<file path="src/rtl/rdn_pkg.sv">
`default_nettype none

package rdn_pkg;

  // One weight word as it is stored in external memory
  typedef logic [63:0] weight_word_t;

  localparam int WORDS_PER_LINE = 8;
  localparam int WORD_SEL_W = $clog2(WORDS_PER_LINE);

  // A fetched line, slot 0 holds the word with the lowest address
  typedef weight_word_t [WORDS_PER_LINE-1:0] mem_line_t;

  localparam int NEURON_W = 8;
  localparam int INDEX_W = 9;
  localparam int MEM_ADDR_W = 16;

  typedef enum logic [1:0] {
    LAYER_A,
    LAYER_B,
    LAYER_C
  } layer_e;

  // Weight-write bus towards the neuron arrays
  typedef struct packed {
    logic                wr;
    layer_e              layer;
    logic [NEURON_W-1:0] neuron;
    logic [INDEX_W-1:0]  index;
    weight_word_t        data;
  } weight_wr_t;

endpackage

`default_nettype wire

</file>
<file path="src/rtl/rdn_line_fetch.sv">
`timescale 1ns/1ps
`default_nettype none

module rdn_line_fetch import rdn_pkg::*; (
  input  logic                  clk,
  input  logic                  rst_n,
  input  logic                  go,
  input  logic                  req_mem,
  input  weight_word_t          mem_rd_data,
  input  logic                  mem_rd_valid,
  output logic                  mem_rd_en,
  output logic [MEM_ADDR_W-1:0] mem_addr,
  output mem_line_t             mem_data,
  output logic                  mem_ready
);

  localparam int LINE_PTR_W = MEM_ADDR_W - WORD_SEL_W;
  localparam logic [WORD_SEL_W-1:0] LAST_WORD = WORD_SEL_W'(WORDS_PER_LINE - 1);

  logic                  line_start;
  logic                  issuing;
  logic [LINE_PTR_W-1:0] line_ptr;
  logic [WORD_SEL_W-1:0] issue_cnt;
  logic [WORD_SEL_W-1:0] fill_cnt;
  logic [WORD_SEL_W:0]   outstanding;
  mem_line_t             line_q;

  assign line_start = go || req_mem;
  assign mem_rd_en  = issuing;
  assign mem_addr   = {line_ptr, issue_cnt};
  assign mem_data   = line_q;

  // Eight reads on back-to-back cycles, the line pointer moves on after the last one
  always_ff @(posedge clk or negedge rst_n) begin
    if (!rst_n) begin
      issuing   <= 1'b0;
      issue_cnt <= '0;
      line_ptr  <= '0;
    end else begin
      if (go) begin
        line_ptr <= '0;
      end else if (issuing && issue_cnt == LAST_WORD) begin
        line_ptr <= line_ptr + 1'b1;
      end

      if (line_start) begin
        issuing   <= 1'b1;
        issue_cnt <= '0;
      end else if (issuing) begin
        issue_cnt <= issue_cnt + 1'b1;
        if (issue_cnt == LAST_WORD) begin
          issuing <= 1'b0;
        end
      end
    end
  end

  // Returned words arrive in order, so a simple fill pointer is enough
  always_ff @(posedge clk or negedge rst_n) begin
    if (!rst_n) begin
      fill_cnt  <= '0;
      mem_ready <= 1'b0;
    end else if (line_start) begin
      fill_cnt  <= '0;
      mem_ready <= 1'b0;
    end else if (mem_rd_valid) begin
      fill_cnt <= fill_cnt + 1'b1;
      if (fill_cnt == LAST_WORD) begin
        mem_ready <= 1'b1;
      end
    end
  end

  always_ff @(posedge clk) begin
    if (mem_rd_valid) begin
      line_q[fill_cnt] <= mem_rd_data;
    end
  end

  // Reads issued but not yet answered
  always_ff @(posedge clk or negedge rst_n) begin
    if (!rst_n) begin
      outstanding <= '0;
    end else begin
      case ({mem_rd_en, mem_rd_valid})
        2'b10:   outstanding <= outstanding + 1'b1;
        2'b01:   outstanding <= outstanding - 1'b1;
        default: outstanding <= outstanding;
      endcase
    end
  end

  a_no_stray_data: assert property (@(posedge clk) disable iff (!rst_n)
    mem_rd_valid |-> (outstanding != '0));

  // The sequencer may only ask for a line once the previous one has landed
  a_req_when_quiet: assert property (@(posedge clk) disable iff (!rst_n)
    req_mem |-> (!issuing && outstanding == '0));

endmodule

`default_nettype wire

</file>
<file path="src/rtl/rdn_weight_ld.sv">
`timescale 1ns/1ps
`default_nettype none

module rdn_weight_ld import rdn_pkg::*; #(
  parameter int NUM_INPUTS    = 400,
  parameter int NUM_A_NEURONS = 15,
  parameter int NUM_B_NEURONS = 30,
  parameter int NUM_C_NEURONS = 36
) (
  input  logic                clk,
  input  logic                rst_n,
  input  logic                go,
  input  logic                mem_ready,
  input  mem_line_t           mem_data,
  output weight_word_t        weight_word,
  output logic                write_a,
  output logic                write_b,
  output logic                write_c,
  output logic [NEURON_W-1:0] neuron_sel,
  output logic [INDEX_W-1:0]  weight_sel,
  output logic                weight_valid,
  output logic                req_mem
);

  // Index of the last weight of one neuron in each layer (bias included)
  localparam logic [INDEX_W-1:0] A_LAST_IDX = INDEX_W'(NUM_INPUTS);
  localparam logic [INDEX_W-1:0] B_LAST_IDX = INDEX_W'(NUM_A_NEURONS);
  localparam logic [INDEX_W-1:0] C_LAST_IDX = INDEX_W'(NUM_B_NEURONS);

  localparam logic [NEURON_W-1:0] A_LAST_NRN = NEURON_W'(NUM_A_NEURONS - 1);
  localparam logic [NEURON_W-1:0] B_LAST_NRN = NEURON_W'(NUM_B_NEURONS - 1);
  localparam logic [NEURON_W-1:0] C_LAST_NRN = NEURON_W'(NUM_C_NEURONS - 1);

  localparam logic [WORD_SEL_W-1:0] LAST_WORD = WORD_SEL_W'(WORDS_PER_LINE - 1);

  typedef enum logic [3:0] {
    IDLE,
    GET_A,
    LD_A,
    NEW_A,
    GET_B,
    LD_B,
    NEW_B,
    GET_C,
    LD_C,
    NEW_C
  } seq_state_e;

  seq_state_e state, nxt_state;

  logic                  load_start;
  logic                  ld_weight;
  logic                  capture;
  logic                  new_neuron;
  logic                  inc_a, inc_b, inc_c;
  logic [WORD_SEL_W-1:0] word_cnt;
  logic [INDEX_W-1:0]    weight_cnt;
  logic [NEURON_W-1:0]   a_cnt, b_cnt, c_cnt;
  mem_line_t             line_q;

  // A go while the FSM is busy is dropped here
  assign load_start  = go && (state == IDLE);
  assign ld_weight   = write_a || write_b || write_c;
  assign weight_word = line_q[word_cnt];
  assign weight_sel  = weight_cnt;

  always_comb begin
    case (state)
      GET_B, LD_B, NEW_B: neuron_sel = b_cnt;
      GET_C, LD_C, NEW_C: neuron_sel = c_cnt;
      default:            neuron_sel = a_cnt;
    endcase
  end

  // Word position within the current line restarts with every line request
  always_ff @(posedge clk or negedge rst_n) begin
    if (!rst_n) begin
      word_cnt <= '0;
    end else if (load_start || req_mem) begin
      word_cnt <= '0;
    end else if (ld_weight) begin
      word_cnt <= word_cnt + 1'b1;
    end
  end

  // Weight position within the current neuron
  always_ff @(posedge clk or negedge rst_n) begin
    if (!rst_n) begin
      weight_cnt <= '0;
    end else if (load_start || new_neuron) begin
      weight_cnt <= '0;
    end else if (ld_weight) begin
      weight_cnt <= weight_cnt + 1'b1;
    end
  end

  // Neuron counters clear on go so that a repeated load starts over
  always_ff @(posedge clk or negedge rst_n) begin
    if (!rst_n) begin
      a_cnt <= '0;
      b_cnt <= '0;
      c_cnt <= '0;
    end else if (load_start) begin
      a_cnt <= '0;
      b_cnt <= '0;
      c_cnt <= '0;
    end else begin
      if (inc_a) a_cnt <= a_cnt + 1'b1;
      if (inc_b) b_cnt <= b_cnt + 1'b1;
      if (inc_c) c_cnt <= c_cnt + 1'b1;
    end
  end

  always_ff @(posedge clk) begin
    if (capture) begin
      line_q <= mem_data;
    end
  end

  always_ff @(posedge clk or negedge rst_n) begin
    if (!rst_n) begin
      state <= IDLE;
    end else begin
      state <= nxt_state;
    end
  end

  always_comb begin
    nxt_state    = state;
    capture      = 1'b0;
    new_neuron   = 1'b0;
    inc_a        = 1'b0;
    inc_b        = 1'b0;
    inc_c        = 1'b0;
    write_a      = 1'b0;
    write_b      = 1'b0;
    write_c      = 1'b0;
    weight_valid = 1'b0;
    req_mem      = 1'b0;

    case (state)
      IDLE: if (load_start) nxt_state = GET_A;

      GET_A: if (mem_ready) begin
        capture   = 1'b1;
        nxt_state = LD_A;
      end
      // Each LD cycle writes one weight and the last weight of a neuron ends the line early
      LD_A: begin
        write_a = 1'b1;
        if (weight_cnt == A_LAST_IDX) begin
          new_neuron = 1'b1;
          nxt_state  = NEW_A;
        end else if (word_cnt == LAST_WORD) begin
          req_mem   = 1'b1;
          nxt_state = GET_A;
        end
      end
      NEW_A: begin
        req_mem = 1'b1;
        if (a_cnt == A_LAST_NRN) begin
          nxt_state = GET_B;
        end else begin
          inc_a     = 1'b1;
          nxt_state = GET_A;
        end
      end

      GET_B: if (mem_ready) begin
        capture   = 1'b1;
        nxt_state = LD_B;
      end
      LD_B: begin
        write_b = 1'b1;
        if (weight_cnt == B_LAST_IDX) begin
          new_neuron = 1'b1;
          nxt_state  = NEW_B;
        end else if (word_cnt == LAST_WORD) begin
          req_mem   = 1'b1;
          nxt_state = GET_B;
        end
      end
      NEW_B: begin
        req_mem = 1'b1;
        if (b_cnt == B_LAST_NRN) begin
          nxt_state = GET_C;
        end else begin
          inc_b     = 1'b1;
          nxt_state = GET_B;
        end
      end

      GET_C: if (mem_ready) begin
        capture   = 1'b1;
        nxt_state = LD_C;
      end
      LD_C: begin
        write_c = 1'b1;
        if (weight_cnt == C_LAST_IDX) begin
          new_neuron = 1'b1;
          nxt_state  = NEW_C;
        end else if (word_cnt == LAST_WORD) begin
          req_mem   = 1'b1;
          nxt_state = GET_C;
        end
      end
      // No line request after the very last neuron
      NEW_C: begin
        if (c_cnt == C_LAST_NRN) begin
          weight_valid = 1'b1;
          nxt_state    = IDLE;
        end else begin
          req_mem   = 1'b1;
          inc_c     = 1'b1;
          nxt_state = GET_C;
        end
      end

      default: nxt_state = IDLE;
    endcase
  end

endmodule

`default_nettype wire

</file>
<file path="src/rtl/rdn_weight_combine.sv">
`timescale 1ns/1ps
`default_nettype none

module rdn_weight_combine import rdn_pkg::*; (
  input  logic                clk,
  input  logic                rst_n,
  input  logic                go,
  input  logic                write_a,
  input  logic                write_b,
  input  logic                write_c,
  input  logic [NEURON_W-1:0] neuron_sel,
  input  logic [INDEX_W-1:0]  weight_sel,
  input  weight_word_t        weight_word,
  input  logic                weight_valid,
  output weight_wr_t          wr_bus,
  output weight_word_t        load_sig,
  output logic                load_done
);

  localparam int SIG_W = $bits(weight_word_t);

  logic                any_write;
  layer_e              layer_in;
  logic                wr_q;
  layer_e              layer_q;
  logic [NEURON_W-1:0] neuron_q;
  logic [INDEX_W-1:0]  index_q;
  weight_word_t        data_q;
  weight_word_t        sig_q;

  assign any_write = write_a || write_b || write_c;

  // The strobes are one-hot, so a simple priority encode gives the layer
  always_comb begin
    if (write_c) begin
      layer_in = LAYER_C;
    end else if (write_b) begin
      layer_in = LAYER_B;
    end else begin
      layer_in = LAYER_A;
    end
  end

  always_ff @(posedge clk or negedge rst_n) begin
    if (!rst_n) begin
      wr_q      <= 1'b0;
      load_done <= 1'b0;
    end else begin
      wr_q      <= any_write;
      load_done <= weight_valid;
    end
  end

  // Payload only moves with a write and holds between writes
  always_ff @(posedge clk) begin
    if (any_write) begin
      layer_q  <= layer_in;
      neuron_q <= neuron_sel;
      index_q  <= weight_sel;
      data_q   <= weight_word;
    end
  end

  // The signature rotates left by one and takes in the written word in step with the bus
  always_ff @(posedge clk or negedge rst_n) begin
    if (!rst_n) begin
      sig_q <= '0;
    end else if (go) begin
      sig_q <= '0;
    end else if (any_write) begin
      sig_q <= {sig_q[SIG_W-2:0], sig_q[SIG_W-1]} ^ weight_word;
    end
  end

  assign wr_bus = '{wr: wr_q, layer: layer_q, neuron: neuron_q, index: index_q, data: data_q};
  assign load_sig = sig_q;

  a_one_strobe: assert property (@(posedge clk) disable iff (!rst_n)
    $onehot0({write_a, write_b, write_c}));

endmodule

`default_nettype wire

</file>
<file path="src/rtl/rdn_weight_loader.sv">
`timescale 1ns/1ps
`default_nettype none

module rdn_weight_loader import rdn_pkg::*; #(
  parameter int NUM_INPUTS    = 400,
  parameter int NUM_A_NEURONS = 15,
  parameter int NUM_B_NEURONS = 30,
  parameter int NUM_C_NEURONS = 36
) (
  input  logic                  clk,
  input  logic                  rst_n,
  input  logic                  go,
  input  weight_word_t          mem_rd_data,
  input  logic                  mem_rd_valid,
  output logic                  mem_rd_en,
  output logic [MEM_ADDR_W-1:0] mem_addr,
  output weight_wr_t            wr_bus,
  output weight_word_t          load_sig,
  output logic                  load_done
);

  logic                load_busy;
  logic                start;
  logic                req_mem;
  logic                mem_ready;
  mem_line_t           mem_data;
  weight_word_t        weight_word;
  logic                write_a, write_b, write_c;
  logic [NEURON_W-1:0] neuron_sel;
  logic [INDEX_W-1:0]  weight_sel;
  logic                weight_valid;

  // A go during a running load must not restart the fetcher or clear the signature
  assign start = go && !load_busy;

  always_ff @(posedge clk or negedge rst_n) begin
    if (!rst_n) begin
      load_busy <= 1'b0;
    end else if (start) begin
      load_busy <= 1'b1;
    end else if (weight_valid) begin
      load_busy <= 1'b0;
    end
  end

  rdn_line_fetch u_fetch (
    .clk          (clk),
    .rst_n        (rst_n),
    .go           (start),
    .req_mem      (req_mem),
    .mem_rd_data  (mem_rd_data),
    .mem_rd_valid (mem_rd_valid),
    .mem_rd_en    (mem_rd_en),
    .mem_addr     (mem_addr),
    .mem_data     (mem_data),
    .mem_ready    (mem_ready)
  );

  rdn_weight_ld #(
    .NUM_INPUTS    (NUM_INPUTS),
    .NUM_A_NEURONS (NUM_A_NEURONS),
    .NUM_B_NEURONS (NUM_B_NEURONS),
    .NUM_C_NEURONS (NUM_C_NEURONS)
  ) u_seq (
    .clk          (clk),
    .rst_n        (rst_n),
    .go           (start),
    .mem_ready    (mem_ready),
    .mem_data     (mem_data),
    .weight_word  (weight_word),
    .write_a      (write_a),
    .write_b      (write_b),
    .write_c      (write_c),
    .neuron_sel   (neuron_sel),
    .weight_sel   (weight_sel),
    .weight_valid (weight_valid),
    .req_mem      (req_mem)
  );

  rdn_weight_combine u_combine (
    .clk          (clk),
    .rst_n        (rst_n),
    .go           (start),
    .write_a      (write_a),
    .write_b      (write_b),
    .write_c      (write_c),
    .neuron_sel   (neuron_sel),
    .weight_sel   (weight_sel),
    .weight_word  (weight_word),
    .weight_valid (weight_valid),
    .wr_bus       (wr_bus),
    .load_sig     (load_sig),
    .load_done    (load_done)
  );

endmodule

`default_nettype wire

</file>
<file path="config.mk">
export PLATFORM = sky130hd
export DESIGN_NAME = rdn_weight_loader
export DESIGN_NICKNAME = d
export VERILOG_FILES = /design/src/rtl/rdn_pkg.sv /design/src/rtl/rdn_line_fetch.sv /design/src/rtl/rdn_weight_ld.sv /design/src/rtl/rdn_weight_combine.sv /design/src/rtl/rdn_weight_loader.sv
export SDC_FILE = /design/constraint.sdc
export NUM_CORES = 1
export LEC_CHECK = 0
export ABC_AREA = 1
export BUFFER_PORTS_ARGS = -buffer_cell sky130_fd_sc_hd__buf_2
export CAP_MARGIN = 20
export CORE_MARGIN = 1
export CORE_UTILIZATION = 53
export DETAILED_ROUTE_END_ITERATION = 8
export PLACE_DENSITY = 0.82
export SLEW_MARGIN = 5
export SYNTH_ARGS = -nofsm -noshare
export SYNTH_HDL_FRONTEND = slang
export SYNTH_SLANG_ARGS = --single-unit
</file>
<file path="constraint.sdc">
create_clock -name clk -period 35.3 [get_ports clk]
set_input_delay 3.53 -clock clk [delete_from_list [all_inputs] [get_ports clk]]
set_output_delay 3.53 -clock clk [all_outputs]
set_load 0.005 [all_outputs]
</file>
### Word level (Yosys, flattened, before mapping)

Index checks and enable logic that the tools add are counted.

* input port bits: 68
* flip-flop bits (word level): 1235

* eq/ne operators: 25
* bitwise logic cells: 1
* $lt $le $gt $ge: 3
* reductions and logical operators: 28
* mux-type cells: 69
* add/sub/neg operators: 8

Operators by type and width (number)
* $bwmux 512: 1
* $mux 64: 4
* $bmux 64 s3: 1
* $demux 64 s3: 1
* $xor 64x64->64: 1
* $mux 8: 6
* $mux 4: 10
* $pmux 4 s10: 1
* $mux 1: 29
* $mux 13: 2
* $add 8x1->8 const B: 3
* $mux 3: 8
* $reduce_bool 2->1: 11
* $mux 9: 2
* $eq 4x3->1 const B: 4
* $pmux 8 s2: 1
* $add 13x1->13 const B: 1
* $add 3x1->3 const B: 3
* $add 9x1->9 const B: 1
* $eq 3x3->1 const B: 3
* $eq 9x4->1 const B: 1
* $eq 9x5->1 const B: 1
* $eq 9x9->1 const B: 1
* $ne 3x1->1 const B: 3
* other kinds (21): 35

### Longest topological paths before layout

Gate-level depths: netlist (run 1).

* depth in word-level cells: 7
* depth in mapped cells: 12
* mapped depth without buffers: 11

### By module

From an unflattened synthesis (run 1), not the netlist that was laid out.

* cells, all modules: 3155
* area total of the unflattened synthesis: 45348.5 um^2

By module, submodules not included
* rdn_weight_ld: cells each 1840, instances 1, area each 22405.2 um^2
* rdn_line_fetch: cells each 669, instances 1, area each 16542.1 um^2
* rdn_weight_combine: cells each 639, instances 1, area each 6348.6 um^2
* rdn_weight_loader: cells each 7, instances 1, area each 52.6 um^2

### Least setup slack after synthesis (run 1)

No wires, ideal clock.

* kind: register to register
* from: register u_seq.state[3]
* to: register u_seq.line_q[0] in the netlist's numbering, enable pin
* arrival time: 25.228 ns
* library setup time: 1.560 ns
* path buffers: 0
* path slack: 8.512 ns
* cell stages (with the launch flop): 4
* cell sequence: dfrtp_1 > nor2_1 > nand3_1 > a21oi_1

* word-level cells in the longest chain between the ends: 3
* elaborated cells between the ends (all ways): 5
* classes of those cells: 3 x eq/ne; 1 x mux; 1 x reduce/logical

RTL lines
* from (decl): RTL line rdn_weight_ld.sv:49 `seq_state_e state, nxt_state;`
* from (signal assigned): RTL line rdn_weight_ld.sv:124 `state <= nxt_state;`
* $eq 4x1->1 / $eq 4x3->1 (equally long branches): RTL line rdn_weight_ld.sv:141 `case (state)`
* $reduce_or 3->1 (no line) *
* $mux 1 *
* net u_seq.capture: RTL line rdn_weight_ld.sv:53 `logic capture;`
* to (signal assigned): RTL line rdn_weight_ld.sv:116 `line_q <= mem_data;`
* to (decl): RTL line rdn_weight_ld.sv:59 `mem_line_t line_q;`

The timed path passes the listed nets; every way through them passes the cells marked *.
A chain may end at the register's enable or synchronous reset.

==> metrics.md, run 1 <==
| Metric | Value |
|---|---|
| Status | completed |
| Starting density of the core | 0.537 |
| Worst-path clk slew | 60 ps |
| Cts-stage hold buffer count | 0 |
| Most common cell after layout, fill and taps aside | edfxtp_1 |
| Util after Layout | 0.612 |
| Max-Slew Margin vs Limit | 0.254 |
| Internal Power | 2.92 mW |
| Setup ws final | about 30,000 ps |
| Die height | 294 um |
| Iter 0 DRT Violations | 2,088 |
| DR vias | 25,400 |
| Seq cells post-synth | 1,235 |
| Largest stage delay on the critical path | 820 ps |
| Seq/Total Area, Yosys | 0.809 |
| CP cell instances | buf_2 -> nand2_1 -> nor2_4 -> buf_4 |
| Final hold violation count | 0 |
| Antenna Violating Nets Remaining | 0 |
| WP data arrival | between 5000 and 6000 ps |
| Maximum clock frequency | 188 MHz |
| Pre-CTS setup slack | between 20,000 and 30,000 ps |
| Worst Path Required | 35,600 ps |
| Post-Syn Area | between 40,000 and 50,000 sq um |
| Mapped Cells | a little over 3,000 |
| Maximum root-to-sink buffer count | 3 |
| RSZ-0062 raised after global routing | no |
| Max Slew Vio Count | 0 |
| Finished Cell Area | 51,300 sq um |
| Gate power share | 0.233 |
| Drt first pass iters | 8 |
| Initial antenna violation count | 12 |
| IO buf count | between 200 and 250 |
| Total CTS buffers | 114 |
| CTS tree | built |
| Hold depth | 0 |
| Critical Path Sink Type | flop |
| Pleak | about 19 nW |
| Layout cells sized above 1 | 0.137 |
| Root buffer cell | clkbuf_16 |
| Flop pwr share | 0.480 |
| Hold_ws | 405 ps |
| Period utilisation layout | 0.151 |
| Worst VDD drop | 66.0 uV |
| Die ar. | about 86,000 sq um |
| Routed wire per std cell | between 20 and 25 um |
| Final #Nets | 3,433 |
| Crit path max fanout | 40 |
| MaxCap Viol Count | 0 |
| P_sw | 1.37 mW |
| Part of the power in the clock network | 0.287 |
| GRT overflow | 0 |
| Core ar. | approximately 84,000 sq um |
| Io pins | 234 |
| Non-filler instance count after layout | 4,589 |
| CP Launch Type | primary input |
| Skew-Pair Late Insertion Delay | 700 ps |
| Area Growth Syn to Fin | 13.9% |
| CTS H-tree lvls | 3 |
| Area post-placement | 47,300 sq um |
| Layout Skew | 40.4 ps |
| FP Rows | between 100 and 150 |
| Hpwl dp | 51,200 um |
| Worst min-delay path category | flop to flop |
| Register-to-Register Path Depth | 7 |
| Sink Count | 1,235 |
| # resized after CTS | 0 |
| Pwr/cell area | 83.6 nW/um^2 |
| Final wirelength | 93,400 um |
| Placed Cells incl. Taps | approximately 4,400 |
| Syn Area/Cell | 14.6 sq um |
| Setup Fix Bufs, Post-CTS | 0 |
| Slowest-stage cell, CP | nor2_4 |
| # DRC | 0 |
| Overall power | 4.29 mW |
| Ys flop type | edfxtp_1 |
| Final setup fails | 0 |
| Vias in the first global route | 25,000 |
| Post-synth EDFFs | 1,107 |
| Synth cell types | 39 |
| Gr usage total | 0.215 |
| Horiz. Die Dim | between 200 and 300 um |
| Least-Margin Pin Slew | 1120 ps |
| Largest net degree at the start of global routing | ~150 |
| Fin crit period | 5320 ps |
| Kind of critical path | primary input to flop |
| Most frequent cells in the layout | 1,107 x edfxtp_1, 460 x nor2_1, 371 x nand2_1 |
| Switching share of total power | 0.320 |
| Share of synthesized flip-flops with an asynchronous set or reset | 0.104 |
| Wire length of the first global-routing pass | around 140,000 um |
| Setup TNS Final | 0 ps |
| Number of synthesis warnings | 0 |
| Placer congestion estimate | 0.842 |
| Layout filler cell count | around 6,000 |
| DR vias/cell | 5.53 |
| Syn nets | 3,167 |
==> cell usage after synthesis (10+ instances only) <==
cell type  count  share of area
a21oi_1       18         0.0020
buf_1         11        0.00092
buf_2         32         0.0036
buf_4         10         0.0017
buf_6         15         0.0037
clkbuf_1      50         0.0042
dfrtp_1      128          0.071
edfxtp_1    1107           0.74
ha_1          15         0.0042
inv_1        195          0.016
nand2_1      371          0.031
nand3_1      159          0.018
nand4_1       13         0.0018
nor2_1       468          0.039
nor3_1        21         0.0023
o211ai_1     136          0.023
o21ai_0      272          0.030
o21ai_1       12         0.0013
==> cell families (layout without fill, tap and decap cells) <==
group,count (synthesis),after routing,share of synthesized area
flops,1235,1235,0.809
simple gates,1051,1051,0.0951
compound gates,451,451,0.0584
buf+inv,320,685,0.0309
fa+ha+maj,15,15,0.00417
xor+xnor,10,10,0.00194
mux,2,2,0.000444
other cells,0,6,0
==> critical path: cells and delay by family <==
family | cells | cell delay (ps)
buffers and inverters | 2 | 950
AND/OR/NAND/NOR | 2 | 1100
==> sequential cells by signal, indices dropped and copies added (netlist names), 3 cells and up <==
register            cells
u_seq.a_cnt             8
u_seq.c_cnt             8
u_seq.state             4
u_fetch.line_ptr       13
u_combine.data_q       64
u_fetch.issue_cnt       3
u_fetch.fill_cnt        3
u_combine.neuron_q      8
u_combine.load_sig     64
u_seq.word_cnt          3
u_seq.line_q          512
u_seq.b_cnt             8
u_combine.index_q       9
u_seq.weight_sel        9
u_fetch.mem_data      512
==> power groups by stage <==
stage,logic (mW),clock network (mW),registers (mW)
after global placement,0.933,0,2.07
after floorplan,0.641,0,2.19
after detailed placement,0.981,0,2.08
after global routing,1.11,1.30,2.08
final,0.999,1.23,2.06
after CTS,0.994,1.25,2.06
==> metal layers <==
layer / wire length [um] / GRT usage
met1: 37100 / 0.279
met2: 46300 / 0.359
met3: 7130 / 0.0397
met4: 2810 / 0.0884
met5: 87 / 0
==> path summary, 6_finish.rpt <==
kind	from	end	slack, ps
worst max register to register	u_seq.state[0]	u_seq.line_q[319]	31240
worst min-delay path	u_fetch.mem_data[88]	u_seq.line_q[88]	400
min in group asynchronous	rst_n	u_seq.weight_sel[8]	2910
max in group asynchronous	rst_n	u_seq.word_cnt[0]	30940
worst min register to register	u_fetch.mem_data[88]	u_seq.line_q[88]	400
worst max-delay path	mem_rd_valid	u_fetch.mem_data[151]	29980
==> area by class of cell <==
class / instances / area [sq um] / area share
diodes: 6 / 15.0 / 0.000293
clock buffers: 131 / 2940 / 0.0572
clock inverters: 84 / 858 / 0.0167
inverters: 202 / 764 / 0.0149
multi-input cells: 1529 / 7280 / 0.142
flip-flops and latches: 1235 / 36500 / 0.711
well taps: 1134 / 1420 / 0.0277
repair buffers: 268 / 1570 / 0.0305
Power figures use the tool's default switching activity.
==> inputs of run 2 (changes only) <==
==> constraint.sdc (replaced) <==
create_clock -name clk -period 5.5 [get_ports clk]
set_input_delay 0.55 -clock clk [delete_from_list [all_inputs] [get_ports clk]]
set_output_delay 0.55 -clock clk [all_outputs]
set_load 0.005 [all_outputs]
==> run 2 against run 1 <==
Worst hold slack got worse by 280 ps. Die area unchanged. Critical endpoint is now u_combine.load_sig[42]. Clock-buffer cell count rose by 6. Register-to-register slack got worse by 29000 ps. Setup slack got worse by 28000 ps. Final cell count about the same. Wire length is 2.2% higher. Non-clock buffer count is 4 higher. Clock power grew to 6.6 times the previous value.
==> metrics.md, run 2 (synthesis gave the netlist of run 1 again) <==
| Metric | Value |
|---|---|
| # DRC | 0 (unchanged) |
| Hpwl dp | 50,900 um (-0.59%) |
| Starting density of the core | 0.537 (unchanged) |
| Met1 Track Usage GR | 0.279 (about the same) |
| Worst-path clk slew | 60 ps (about the same) |
| Pleak | 18.6 nW (+0.26%) |
| CTS H-tree lvls | 3 (unchanged) |
| Horiz. Die Dim | 294 um (unchanged) |
| Kind of critical path | flop to flop |
| Hold EP | u_fetch.mem_data[153] |
| Most common cell after layout, fill and taps aside | edfxtp_1 |
| GR peak layer | met2 |
| Critical Path Sink Type | flop |
| Die ar. | 86,200 sq um (unchanged) |
| Worst min-delay path category | primary input to flop |
| Worst VDD drop | 335 uV (+410%) |
| Area Growth Syn to Fin | 14.1% |
| Vias in the first global route | 25,200 (+0.82%) |
| Grt met2 use | 0.368 (+0.00923) |
| Hold depth | 1 (+1) |
| Area post-placement | 47,500 sq um (+0.25%) |
| DR vias/cell | 5.54 (+0.25%) |
| Register-to-Register Path Depth | 10 (+3) |
| Fin crit period | about 3300 ps |
| Placer congestion estimate | 0.860 (+2.2%) |
| Crit path max fanout | 83 (+110%) |
| CTS tree | built |
| Non-filler instance count after layout | 4,592 (+0.065%) |
| Final wirelength | 95,400 um (+2.2%) |
| Routed wire per std cell | 20.8 um (+2.1%) |
| DR vias | 25,400 (+0.32%) |
| Final #Nets | 3,435 (+0.058%) |
| Placed Cells incl. Taps | 4,371 (+0.21%) |
| R2r endpoint | u_combine.load_sig[42] |
| Gr usage total | 0.221 (+0.00576) |
| Max Slew Vio Count | 0 (unchanged) |
| Final hold violation count | 0 (unchanged) |
| Io pins | 234 (unchanged) |
| Core ar. | 83,800 sq um (unchanged) |
| Util after Layout | 0.613 (+0.00137) |
| Final setup fails | 0 (unchanged) |
| RSZ-0062 raised after global routing | no |
| Least-Margin Pin Slew | 1120 ps (+4.27 ps) |
| WP data arrival | 3910 ps (-1720 ps) |
| Layout cells sized above 1 | 0.140 (+0.00315) |
| MaxCap Viol Count | 0 (unchanged) |
| Skew-Pair Late Insertion Delay | 680 ps (-20 ps) |
| Pwr/cell area | 540 nW/um^2 (+550%) |
| Finished Cell Area | 51,400 sq um (+0.22%) |
| FP Rows | 106 (unchanged) |
| Setup TNS Final | 0 ps (unchanged) |
| Period utilisation layout | 0.603 |
| Iter 0 DRT Violations | 2,302 (+10%) |
| Die height | 294 um (unchanged) |
| Initial antenna violation count | 14 (+2) |
| Largest net degree at the start of global routing | 196 (+27%) |
| CP Launch Point | u_seq.word_cnt[0] |
| Reg2Reg Setup Slack | 2180 ps (-29,060 ps) |
| GRT overflow | 0 (unchanged) |
| Layout Skew | 38.4 ps (-2.03 ps) |
| Max-Slew Margin vs Limit | 0.251 (-0.00285) |
| Sink Count | 1,235 (unchanged) |
| CP Launch Type | flop |
| Setup Fix Bufs, Post-CTS | 0 (unchanged) |
| Root buffer cell | clkbuf_16 |
| Worst Hold Launch | mem_rd_data[25] |
| Most frequent cells in the layout | 1,107 x edfxtp_1, 459 x nor2_1, 371 x nand2_1 |
| Maximum root-to-sink buffer count | 3 (unchanged) |
| Met3 Resource Use GR | 0.0504 (+0.0107) |
| IO buf count | 233 (unchanged) |
| Maximum clock frequency | between 300 and 400 MHz |
| Reg-to-reg critical path startpoint | u_seq.word_cnt[0] |
| Pre-CTS setup slack | 2250 ps (-26,940 ps) |
| Wire length of the first global-routing pass | 143,000 um (+1.9%) |
| Status | completed |
| Drt first pass iters | 6 (-2) |
| Setup ws final | 2180 ps (-27,800 ps) |
| Antenna Violating Nets Remaining | 0 (unchanged) |
| Total CTS buffers | 112 (-1.8%) |
| Layout filler cell count | 5,770 (-2.4%) |
| Worst Path Required | 6090 ps (-29,510 ps) |
-- run 2: cell count changes in the layout (fill, tap and decap cells not counted), sizes merged --
cell         change
bufinv           +4
clkbuf           +6
inv              +1
buf              +3
dlygate4sd3      +1
clkinvlp         +1
diode            +2
clkinv          -15
-- run 2: cell type report --
class,count,area (sq um),share of cell area
Antenna cell,8,20.0,0.000389
Clock buffer,137,2970,0.0577
Clock inverter,75,953,0.0185
Inverter,202,764,0.0149
Multi-Input combinational cell,1529,7290,0.142
Sequential cell,1235,36500,0.709
Tap cell,1134,1420,0.0276
Timing Repair Buffer,272,1540,0.0300
-- run 2: power breakdown --
group | total, mW | switching, mW | internal [mW]
Clock | 8.11 | 3.40 | 4.72
Sequential | 13.3 | 0.972 | 12.4
Combinational | 6.31 | 4.50 | 1.82
Total | 27.8 | 8.87 | 18.9
-- run 2: stage by stage --
| step | hold slack (ps) | total power [mW] |
|---|---|---|
| 2_1_floorplan | 254 | 17.6 |
| 3_3_place_gp | 400 | 19.3 |
| 3_5_place_dp | 405 | 19.7 |
| 4_1_cts | 84.9 | 27.9 |
| 5_1_grt | 100 | 29.1 |
| 6_report | 123 | 27.8 |
-- run 2: how the worst max path moves through the flow --
stage                             end  slack, ps  cells after the start
3_3_place_gp      u_seq.weight_sel[4]       2350                     11
4_1_cts           u_seq.weight_sel[4]       2220                     12
3_5_place_dp      u_seq.weight_sel[4]       2250                     12
2_1_floorplan         u_seq.line_q[0]      -4240                      3
5_1_grt           u_seq.weight_sel[4]       1880                     12
6_report       u_combine.load_sig[42]       2180                     10
-- run 2: metal layers --
metal,part of all wire,vias up
met5,0.0010,-
met4,0.037,16
met3,0.087,267
met2,0.49,1167
met1,0.39,12400
li1,-,11600
-- run 2: timing repair --
item                                    in CTS  in global routing
endpoints found under the setup margin       0                  0
hold buffers                                 1                  0
endpoints found under the hold margin       38                  0
resized for setup                            0                  0
-- run 2: worst max-delay path, cell delays in order, from the launching register on --
cell	delay [ps]
dfrtp_4	830
buf_4	480
buf_4	770
nor2_1	150
nor2_1	160
o21ai_0	140
o211ai_1	220
nand2_1	150
nand2_1	100
nand3_1	90
nand2_1	130
